<file path="src/common/alu_ops_pkg.sv">
// Field widths are fixed here and every FIFO word packs its fields from MSB in the order below
`default_nettype none

package alu_ops_pkg;

    // ----------------------------------------------------------------------
    // Packet fields
    // ----------------------------------------------------------------------
    typedef logic [31:0] data_t;
    typedef logic [7:0]  seq_id_t;
    typedef logic [7:0]  dest_t;
    typedef logic [1:0]  seq_state_t;

    localparam seq_state_t SEQ_START = 2'd0;
    localparam seq_state_t SEQ_BUSY  = 2'd1;
    localparam seq_state_t SEQ_DONE  = 2'd2;

    // Input word is data, id, state and output word puts dest on top
    localparam int IN_PKT_W  = $bits(data_t) + $bits(seq_id_t) + $bits(seq_state_t);
    localparam int OUT_PKT_W = IN_PKT_W + $bits(dest_t);

    // ----------------------------------------------------------------------
    // Operations
    // ----------------------------------------------------------------------
    typedef logic [1:0] alu_op_t;

    // Code 3 is unused and falls back to pass
    localparam alu_op_t ALU_PASS = 2'd0;
    localparam alu_op_t ALU_ACC  = 2'd1;
    localparam alu_op_t ALU_MAX  = 2'd2;

    // ----------------------------------------------------------------------
    // APB register map
    // ----------------------------------------------------------------------
    typedef logic [7:0]  apb_addr_t;
    typedef logic [31:0] apb_data_t;

    localparam apb_addr_t REG_CONTROL = 8'h00;
    localparam apb_addr_t REG_CONFIG  = 8'h04;
    localparam apb_addr_t REG_STATUS  = 8'h08;

    // Engine control states
    typedef enum logic [1:0] {
        ENG_IDLE,
        ENG_LOAD,
        ENG_RUN,
        ENG_PAUSE
    } engine_state_e;

endpackage

`default_nettype wire

</file>
<file path="src/alu_ops_engine/alu_ops_control_fsm.sv">
// Output FIFO needs four free entries above prog_full to absorb the pops still in flight on pause
`default_nettype none

module alu_ops_control_fsm import alu_ops_pkg::*; #(
    parameter int DONE_HOLD_CYCLES = 5
) (
    input  logic ap_clk,
    input  logic areset_generator,
    input  logic start,
    input  logic in_empty,
    input  logic out_empty,
    input  logic out_prog_full,
    input  logic popped_done,
    input  logic in_flight,
    output logic pop,
    output logic load,
    output logic running,
    output logic engine_done
);

    engine_state_e               state;
    engine_state_e               state_next;
    logic [DONE_HOLD_CYCLES-1:0] hold_sr;
    logic                        holding;

    // ----------------------------------------------------------------------
    // Engine state machine
    // ----------------------------------------------------------------------
    always_ff @(posedge ap_clk) begin
        if (areset_generator) begin
            state <= ENG_IDLE;
        end else begin
            state <= state_next;
        end
    end

    always_comb begin
        state_next = state;
        case (state)
            ENG_IDLE: begin
                if (start) begin
                    state_next = ENG_LOAD;
                end
            end
            ENG_LOAD: begin
                state_next = ENG_RUN;
            end
            ENG_RUN: begin
                if (out_prog_full) begin
                    state_next = ENG_PAUSE;
                end
            end
            ENG_PAUSE: begin
                if (!out_prog_full) begin
                    state_next = ENG_RUN;
                end
            end
            default: begin
                state_next = ENG_IDLE;
            end
        endcase
        // Clearing start stops the engine from any state
        if (!start) begin
            state_next = ENG_IDLE;
        end
    end

    assign load    = (state == ENG_LOAD);
    assign running = (state != ENG_IDLE);

    // ----------------------------------------------------------------------
    // Done hold lets the accumulator clear before the next sequence
    // ----------------------------------------------------------------------
    always_ff @(posedge ap_clk) begin
        if (areset_generator || load) begin
            hold_sr <= '0;
        end else begin
            hold_sr <= (hold_sr << 1) | DONE_HOLD_CYCLES'(popped_done);
        end
    end

    assign holding = |hold_sr;
    assign pop     = (state == ENG_RUN) & ~in_empty & ~holding;

    // Idle engine with nothing queued or in the pipeline
    always_ff @(posedge ap_clk) begin
        if (areset_generator) begin
            engine_done <= 1'b0;
        end else begin
            engine_done <= running & in_empty & out_empty & ~in_flight;
        end
    end

    // Done pulses only come from a packet popped here
    done_pulse_needs_pop: assert property (
        @(posedge ap_clk) disable iff (areset_generator) popped_done |-> pop
    );

endmodule

`default_nettype wire

</file>
<file path="src/alu_ops_engine/alu_ops_datapath.sv">
// Results leave three cycles after their pop and ACC or MAX rely on the done hold between sequences
`default_nettype none

module alu_ops_datapath import alu_ops_pkg::*; (
    input  logic                 ap_clk,
    input  logic                 areset_generator,
    input  logic                 load,
    input  alu_op_t              alu_op,
    input  dest_t                dest,
    input  logic                 popped,
    input  data_t                pkt_data,
    input  seq_id_t              pkt_seq_id,
    input  seq_state_t           pkt_seq_state,
    output logic                 popped_done,
    output logic                 in_flight,
    output logic                 push,
    output logic [OUT_PKT_W-1:0] push_data
);

    alu_op_t    op_q;
    dest_t      dest_q;
    logic       reduce_mode;
    logic       seq_end;
    data_t      acc;
    data_t      acc_base;
    logic       s1_valid;
    data_t      s1_data;
    seq_id_t    s1_seq_id;
    seq_state_t s1_seq_state;
    logic       s2_valid;
    data_t      s2_data;
    seq_id_t    s2_seq_id;
    seq_state_t s2_seq_state;

    // Configuration taken once per run
    always_ff @(posedge ap_clk) begin
        if (areset_generator) begin
            op_q   <= ALU_PASS;
            dest_q <= '0;
        end else if (load) begin
            op_q   <= alu_op;
            dest_q <= dest;
        end
    end

    assign reduce_mode = (op_q == ALU_ACC) || (op_q == ALU_MAX);
    assign popped_done = popped & reduce_mode & (pkt_seq_state == SEQ_DONE);
    assign seq_end     = s2_valid & reduce_mode & (s2_seq_state == SEQ_DONE);
    assign in_flight   = s1_valid | s2_valid | push;

    // ----------------------------------------------------------------------
    // Accumulator, cleared in load and when a result is taken
    // ----------------------------------------------------------------------
    assign acc_base = (load || seq_end) ? '0 : acc;

    always_ff @(posedge ap_clk) begin
        if (!s1_valid) begin
            acc <= acc_base;
        end else begin
            case (op_q)
                ALU_ACC: acc <= acc_base + s1_data;
                ALU_MAX: acc <= (s1_data > acc_base) ? s1_data : acc_base;
                default: acc <= acc_base;
            endcase
        end
    end

    // ----------------------------------------------------------------------
    // Valid pipeline
    // ----------------------------------------------------------------------
    always_ff @(posedge ap_clk) begin
        if (areset_generator) begin
            s1_valid <= 1'b0;
            s2_valid <= 1'b0;
            push     <= 1'b0;
        end else begin
            s1_valid <= popped;
            s2_valid <= s1_valid;
            // Pass emits everything, reductions only the done packet
            push     <= s2_valid & (~reduce_mode | (s2_seq_state == SEQ_DONE));
        end
    end

    // Metadata follows the valid bits
    always_ff @(posedge ap_clk) begin
        s1_data      <= pkt_data;
        s1_seq_id    <= pkt_seq_id;
        s1_seq_state <= pkt_seq_state;
        s2_data      <= s1_data;
        s2_seq_id    <= s1_seq_id;
        s2_seq_state <= s1_seq_state;
        push_data    <= {dest_q, reduce_mode ? acc : s2_data, s2_seq_id, s2_seq_state};
    end

endmodule

`default_nettype wire

</file>
<file path="src/source/alu_ops_apb_regs.sv">
// Zero wait state APB slave and only the word offsets 0x00 0x04 0x08 decode
`default_nettype none

module alu_ops_apb_regs import alu_ops_pkg::*; (
    input  logic      ap_clk,
    input  logic      areset_generator,
    input  logic      psel,
    input  logic      penable,
    input  logic      pwrite,
    input  apb_addr_t paddr,
    input  apb_data_t pwdata,
    output apb_data_t prdata,
    output logic      pready,
    output logic      pslverr,
    output logic      start,
    output alu_op_t   alu_op,
    output dest_t     dest,
    input  logic      engine_done,
    input  logic      running
);

    logic access;
    logic addr_hit;
    logic wr_en;

    // ----------------------------------------------------------------------
    // Access decode
    // ----------------------------------------------------------------------
    assign access   = psel & penable;
    assign addr_hit = (paddr == REG_CONTROL) || (paddr == REG_CONFIG) || (paddr == REG_STATUS);
    assign wr_en    = access & pwrite & addr_hit;

    assign pready  = 1'b1;
    assign pslverr = access & ~addr_hit;

    // Status is read only so a write there simply falls through
    always_ff @(posedge ap_clk) begin
        if (areset_generator) begin
            start  <= 1'b0;
            alu_op <= ALU_PASS;
            dest   <= '0;
        end else if (wr_en) begin
            case (paddr)
                REG_CONTROL: begin
                    start <= pwdata[0];
                end
                REG_CONFIG: begin
                    alu_op <= pwdata[1:0];
                    dest   <= pwdata[15:8];
                end
                default: begin
                end
            endcase
        end
    end

    // Read mux
    always_comb begin
        prdata = '0;
        if (psel && !pwrite) begin
            case (paddr)
                REG_CONTROL: begin
                    prdata[0] = start;
                end
                REG_CONFIG: begin
                    prdata[1:0]  = alu_op;
                    prdata[15:8] = dest;
                end
                REG_STATUS: begin
                    prdata[0] = engine_done;
                    prdata[1] = running;
                end
                default: begin
                    prdata = '0;
                end
            endcase
        end
    end

    // Access phase only inside a selected transfer
    penable_needs_psel: assert property (
        @(posedge ap_clk) disable iff (areset_generator) penable |-> psel
    );

endmodule

`default_nettype wire

</file>
<file path="src/source/alu_ops_engine_top.sv">
// FIFO_DEPTH must be a power of two of at least 8 and PROG_THRESH at most FIFO_DEPTH minus 4
`default_nettype none

module alu_ops_engine_top import alu_ops_pkg::*; #(
    parameter int FIFO_DEPTH       = 16,
    parameter int PROG_THRESH      = 8,
    parameter int DONE_HOLD_CYCLES = 5
) (
    input  logic       ap_clk,
    input  logic       areset,
    input  logic       psel,
    input  logic       penable,
    input  logic       pwrite,
    input  apb_addr_t  paddr,
    input  apb_data_t  pwdata,
    output apb_data_t  prdata,
    output logic       pready,
    output logic       pslverr,
    input  logic       in_valid,
    output logic       in_ready,
    input  data_t      in_data,
    input  seq_id_t    in_seq_id,
    input  seq_state_t in_seq_state,
    output logic       out_valid,
    input  logic       out_ready,
    output data_t      out_data,
    output dest_t      out_dest,
    output seq_id_t    out_seq_id,
    output seq_state_t out_seq_state,
    output logic       engine_done
);

    logic                 areset_generator;
    logic                 start;
    alu_op_t              alu_op;
    dest_t                dest;
    logic                 running;
    logic                 pop;
    logic                 load;
    logic                 popped;
    logic                 popped_done;
    logic                 in_flight;
    logic                 in_full;
    logic                 in_empty;
    logic [IN_PKT_W-1:0]  in_head;
    logic                 out_push;
    logic [OUT_PKT_W-1:0] out_word;
    logic [OUT_PKT_W-1:0] out_head;
    logic                 out_empty;
    logic                 out_prog_full;

    // Registered global reset
    always_ff @(posedge ap_clk) begin
        areset_generator <= areset;
    end

    assign in_ready  = ~in_full;
    assign out_valid = ~out_empty;
    assign popped    = pop & ~in_empty;

    assign {out_dest, out_data, out_seq_id, out_seq_state} = out_head;

    alu_ops_apb_regs apb_regs0 (
        .ap_clk(ap_clk), .areset_generator(areset_generator),
        .psel(psel), .penable(penable), .pwrite(pwrite), .paddr(paddr), .pwdata(pwdata),
        .prdata(prdata), .pready(pready), .pslverr(pslverr),
        .start(start), .alu_op(alu_op), .dest(dest),
        .engine_done(engine_done), .running(running)
    );

    // ----------------------------------------------------------------------
    // Stream FIFOs
    // ----------------------------------------------------------------------
    sync_fifo #(.WIDTH(IN_PKT_W), .DEPTH(FIFO_DEPTH), .PROG_THRESH(PROG_THRESH)) in_fifo (
        .ap_clk(ap_clk), .areset_generator(areset_generator),
        .push(in_valid & in_ready), .push_data({in_data, in_seq_id, in_seq_state}),
        .pop(pop), .pop_data(in_head),
        .empty(in_empty), .full(in_full), .prog_full()
    );

    sync_fifo #(.WIDTH(OUT_PKT_W), .DEPTH(FIFO_DEPTH), .PROG_THRESH(PROG_THRESH)) out_fifo (
        .ap_clk(ap_clk), .areset_generator(areset_generator),
        .push(out_push), .push_data(out_word),
        .pop(out_valid & out_ready), .pop_data(out_head),
        .empty(out_empty), .full(), .prog_full(out_prog_full)
    );

    alu_ops_control_fsm #(.DONE_HOLD_CYCLES(DONE_HOLD_CYCLES)) control_fsm0 (
        .ap_clk(ap_clk), .areset_generator(areset_generator), .start(start),
        .in_empty(in_empty), .out_empty(out_empty), .out_prog_full(out_prog_full),
        .popped_done(popped_done), .in_flight(in_flight),
        .pop(pop), .load(load), .running(running), .engine_done(engine_done)
    );

    // Input head splits back into its fields
    alu_ops_datapath datapath0 (
        .ap_clk(ap_clk), .areset_generator(areset_generator),
        .load(load), .alu_op(alu_op), .dest(dest), .popped(popped),
        .pkt_data(in_head[IN_PKT_W-1 -: $bits(data_t)]),
        .pkt_seq_id(in_head[$bits(seq_state_t) +: $bits(seq_id_t)]),
        .pkt_seq_state(in_head[$bits(seq_state_t)-1:0]),
        .popped_done(popped_done), .in_flight(in_flight),
        .push(out_push), .push_data(out_word)
    );

endmodule

`default_nettype wire

</file>
<file path="src/source/sync_fifo.sv">
// DEPTH must be a power of two and PROG_THRESH below DEPTH, flags read busy for one cycle after reset
`default_nettype none

module sync_fifo #(
    parameter int WIDTH       = 42,
    parameter int DEPTH       = 16,
    parameter int PROG_THRESH = 8
) (
    input  logic             ap_clk,
    input  logic             areset_generator,
    input  logic             push,
    input  logic [WIDTH-1:0] push_data,
    input  logic             pop,
    output logic [WIDTH-1:0] pop_data,
    output logic             empty,
    output logic             full,
    output logic             prog_full
);

    localparam int AW = $clog2(DEPTH);

    logic [WIDTH-1:0] mem [DEPTH];
    logic [AW-1:0]    wr_ptr;
    logic [AW-1:0]    rd_ptr;
    logic [AW:0]      count;
    logic [AW:0]      count_next;
    logic             do_push;
    logic             do_pop;

    assign do_push = push & ~full;
    assign do_pop  = pop & ~empty;

    // Head entry is always visible
    assign pop_data = mem[rd_ptr];

    always_comb begin
        count_next = count;
        if (do_push && !do_pop) begin
            count_next = count + 1'b1;
        end else if (do_pop && !do_push) begin
            count_next = count - 1'b1;
        end
    end

    // ----------------------------------------------------------------------
    // Pointers, occupancy and registered flags
    // ----------------------------------------------------------------------
    always_ff @(posedge ap_clk) begin
        if (areset_generator) begin
            wr_ptr    <= '0;
            rd_ptr    <= '0;
            count     <= '0;
            empty     <= 1'b1;
            full      <= 1'b1;
            prog_full <= 1'b1;
        end else begin
            if (do_push) begin
                wr_ptr <= wr_ptr + 1'b1;
            end
            if (do_pop) begin
                rd_ptr <= rd_ptr + 1'b1;
            end
            count     <= count_next;
            empty     <= (count_next == '0);
            full      <= (count_next == (AW+1)'(DEPTH));
            prog_full <= (count_next >= (AW+1)'(PROG_THRESH));
        end
    end

    always_ff @(posedge ap_clk) begin
        if (do_push) begin
            mem[wr_ptr] <= push_data;
        end
    end

    // Writer is expected to watch full or a prog_full margin
    no_push_when_full: assert property (
        @(posedge ap_clk) disable iff (areset_generator) !(push && full)
    );

endmodule

`default_nettype wire

</file>
<file path="config.mk">
export PLATFORM = sky130hd
export DESIGN_NAME = alu_ops_engine_top
export DESIGN_NICKNAME = d
export VERILOG_FILES = /design/src/common/alu_ops_pkg.sv /design/src/alu_ops_engine/alu_ops_control_fsm.sv /design/src/alu_ops_engine/alu_ops_datapath.sv /design/src/source/alu_ops_apb_regs.sv /design/src/source/alu_ops_engine_top.sv /design/src/source/sync_fifo.sv
export SDC_FILE = /design/constraint.sdc
export NUM_CORES = 1
export LEC_CHECK = 0
export ABC_AREA = 1
export BUFFER_PORTS_ARGS = -buffer_cell sky130_fd_sc_hd__buf_4
export CORE_ASPECT_RATIO = 1.1
export CORE_UTILIZATION = 56
export DETAILED_ROUTE_END_ITERATION = 7
export GPL_ROUTABILITY_DRIVEN = 0
export PLACE_DENSITY = 0.75
export SLEW_MARGIN = 20
export SYNTH_ARGS = -nofsm -noshare
export SYNTH_HDL_FRONTEND = slang
export SYNTH_SLANG_ARGS = --single-unit
</file>
<file path="constraint.sdc">
create_clock -name ap_clk -period 3.55 [get_ports ap_clk]
set_input_delay 0.5325 -clock ap_clk [delete_from_list [all_inputs] [get_ports ap_clk]]
set_output_delay 0.5325 -clock ap_clk [all_outputs]
set_load 0.01 [all_outputs]
</file>
==> flow_metrics.tcl <==
set metrics [dict create \
    grt_max_degree 124 \
    rsz0062_at_grt "true" \
    crit_type "flip-flop to primary output" \
    viasPerCell 5.84 \
    cts_root_buf "clkbuf_16" \
    placementRows 135 \
    synth-seq-cells 1710 \
    synthFlopType "edfxtp_1" \
    clkPwrFrac_pct 39.8 \
    max_slew.worst_pin.slew_ns 1.00 \
    core_area_um2 123000 \
    hold_violations 0 \
    min_path_cells 6 \
    cp_data_required_time_ns 3.02 \
    pwr-share-comb_pct 9.2 \
    powerDensity_nw_per_um2 546 \
    first_global_vias 42000 \
    nets 5806 \
    outcome "completed" \
    clk_pin_slew_worst_paths_ns 0.06 \
    p_sw_w 0.0101 \
    timing.final.crit_share_pct 95.1 \
    syn_area_per_cell_um2 12.7 \
    die-area_um2 126000 \
    r2r_slack_ns 0.24 \
    gr-total-overflow 0 \
    startpoint_type "flip-flop" \
    relSlewSlack_pct 32.3 \
    slew_violations 0 \
    r2r_cells 23 \
    ant_nets 0 \
    cts.path.max_buffers 3 \
    async_flop_share_pct 0 \
    cts_sinks 1710 \
    reg2reg_to "datapath0.acc[29]" \
    syn_inst 5478 \
    io_pins 176 \
    yosys.area.top_type_share_pct 63.3 \
    seq_power_share_pct 51.1 \
    crit_family "buffers and inverters" \
    critPathMaxStageDelay_ns 0.56 \
    grt_antenna_before_repair 21 \
    grt_first_pass_wirelength_mm 244 \
    clock_latency_ns 0.82 \
    synth_most_common_cell "edfxtp_1" \
    cts_tree "built" \
    num_vias 43400 \
    crit_chain "buf_12, buf_4, mux2i_1, o21ai_1, o211ai_1, nand2_1, buf_4" \
    routed_wl_mm 161 \
    whs_ns 0.131 \
    hp-class "input port to flip-flop" \
    first_iter_violations 4510 \
    yosys.area.top_type "edfxtp_1" \
    drtPass1Iterations 7 \
    crit_slowest_cell "dfxtp_4" \
    synth.area.top_cells "edfxtp_1 (63%), dfxtp_1 (6.8%), mux2i_1 (5.3%)" \
    hp-start "paddr[3]" \
    numCtsBuffers 163 \
    yosys_warnings 0 \
    initial_core_util_pct 56.6 \
    die_w_um 339 \
    remaining_drc_errors 0 \
    synthTopCellsByCount "edfxtp_1 (1472), inv_1 (612), o21ai_0 (485)" \
    path_max_fanout 37 \
    wl_per_cell_um 21.7 \
    leakagePower_nw 28.0 \
    p_int_w 0.0332 \
    period_needed_ns 3.38 \
    cp.arrival_ns 2.84 \
    skew_ns 0.0407 \
    final_util_pct 64.2 \
    syn_area_um2 69800 \
    hold_path_end "apb_regs0.start" \
    ir_worst_vdd_uv 453 \
    grt_usage_pct 25.4 \
    r2r-start "datapath0.op_q[0]" \
    htreeDepth 4 \
    io_buffers 130 \
    fmax_mhz 296 \
    switching_share_pct 23.2 \
    area_growth_pct 13.4 \
    max_cap_violations 0 \
    critPathMostFrequentCell "buf_4" \
    seq_area_frac_synth_pct 70.1 \
    fp.dieH_um 372 \
    critPathCaptureType "primary output" \
    synth-edff-count 1472 \
    yosysUniqueCellTypes 49 \
    cp_num_buf_inv 3 \
    setup_viol 0 \
    drive_gt1_share_pct 10.3 \
    hpwl_mm 89.3 \
    finalNonFillerCells 7429 \
    dp_cells 7060 \
]
-- layout by cell type, fill, tap and decap left out, types with 75 or more instances in the layout --
cell type     n
inv_1       609
a21oi_1     432
clkbuf_16   170
o21ai_0     485
o21ai_1      75
nand2_1     421
edfxtp_1   1472
dfxtp_1     230
buf_4       194
nor2_1      161
nand3_1     231
o211ai_1    368
mux2i_1     368
-- per-stage QoR --
step | cell area, um2 | power, W | TNS (ns) | worst slack, ns
2_1_floorplan | 69900 | 0.0250 | 0 | 0.0716
3_3_place_gp | 73100 | 0.0263 | 0 | 0.263
3_5_place_dp | 73100 | 0.0264 | 0 | 0.180
4_1_cts | 79000 | 0.0435 | 0 | 0.103
5_1_grt | 79200 | 0.0446 | -0.675 | -0.0648
6_report | 79200 | 0.0433 | 0 | 0.174
-- power by group through the flow --
stage	clock [W]	combinational [W]	sequential (W)
2_1_floorplan	0	0.00261	0.0224
3_3_place_gp	0	0.00379	0.0225
3_5_place_dp	0	0.00389	0.0225
4_1_cts	0.0174	0.00397	0.0221
5_1_grt	0.0182	0.00435	0.0221
6_report	0.0172	0.00397	0.0221
-- layer usage --
metal  up-vias  global-route usage [%]  share of wire [%]
met5         -                       0              0.085
met4        22                    9.11                3.0
met1     21200                    31.9                 39
met2      1745                    44.3                 50
met3       359                    4.46                7.3
li1      20000                       -                  -
-- layout make-up --
cell class,instances,area (um2)
timing repair buffer,300,3030
antenna,7,17.5
clock buffer,221,4600
tap,1644,2060
inverter,641,2420
sequential,1710,49000
multi-input combinational,2821,17300
clock inverter,85,774
fill,8805,44100
-- worst max path at each step --
stage,start,to,slack [ns],cells after the start
after floorplan,datapath0.push,out_fifo.mem[11][0],0.07,6
final,flip-flop,out_data[31],0.17,7
after global routing,datapath0.op_q[0],datapath0.acc[23],-0.06,21
after global placement,datapath0.op_q[0],datapath0.acc[31],0.26,23
after CTS,flip-flop,out_dest[6],0.10,6
after detailed placement,datapath0.op_q[0],datapath0.acc[29],0.18,23
-- sequential cells by signal (all words and copies together) (netlist names), 5 cells and up, named ones only --
signal and cells:
in_fifo.count 5, datapath0.s1_seq_id 8, datapath0.acc 32, datapath0.s2_data 32, out_fifo.mem 800, out_fifo.count 5
datapath0.s2_seq_id 8, datapath0.push_data 50, datapath0.s1_data 32, control_fsm0.hold_sr 5, in_fifo.mem 672, datapath0.dest_q 8
apb_regs0.dest 8
-- worst min-delay path, delay by kind of cell --
family / cells / cell delay (ns)
and+or+nand+nor: 3 / 0.16
buffers and inverters: 2 / 0.14
AOI/OAI and AO/OA: 1 / 0.06
-- kinds of logic after synthesis --
kind of cell,Yosys count,share of synthesized area [%]
and+or+nand+nor,938,5.80
buffers and inverters,969,5.69
AOI/OAI and AO/OA,1397,11.5
xor gates and xnor gates,14,0.176
muxes,368,5.28
other,2,0.0108
DFF,1710,70.1
adders and majority gates,80,1.44
-- repair_timing --
| item | CTS | global route |
|---|---|---|
| buffers inserted | 0 | 1 |
| hold buffers | 54 | 0 |
| setup endpoints to repair | 0 | 32 |
| gates resized for setup | 0 | 27 |
| hold endpoints to repair | 668 | 0 |
(Power assumes the default switching activity.)
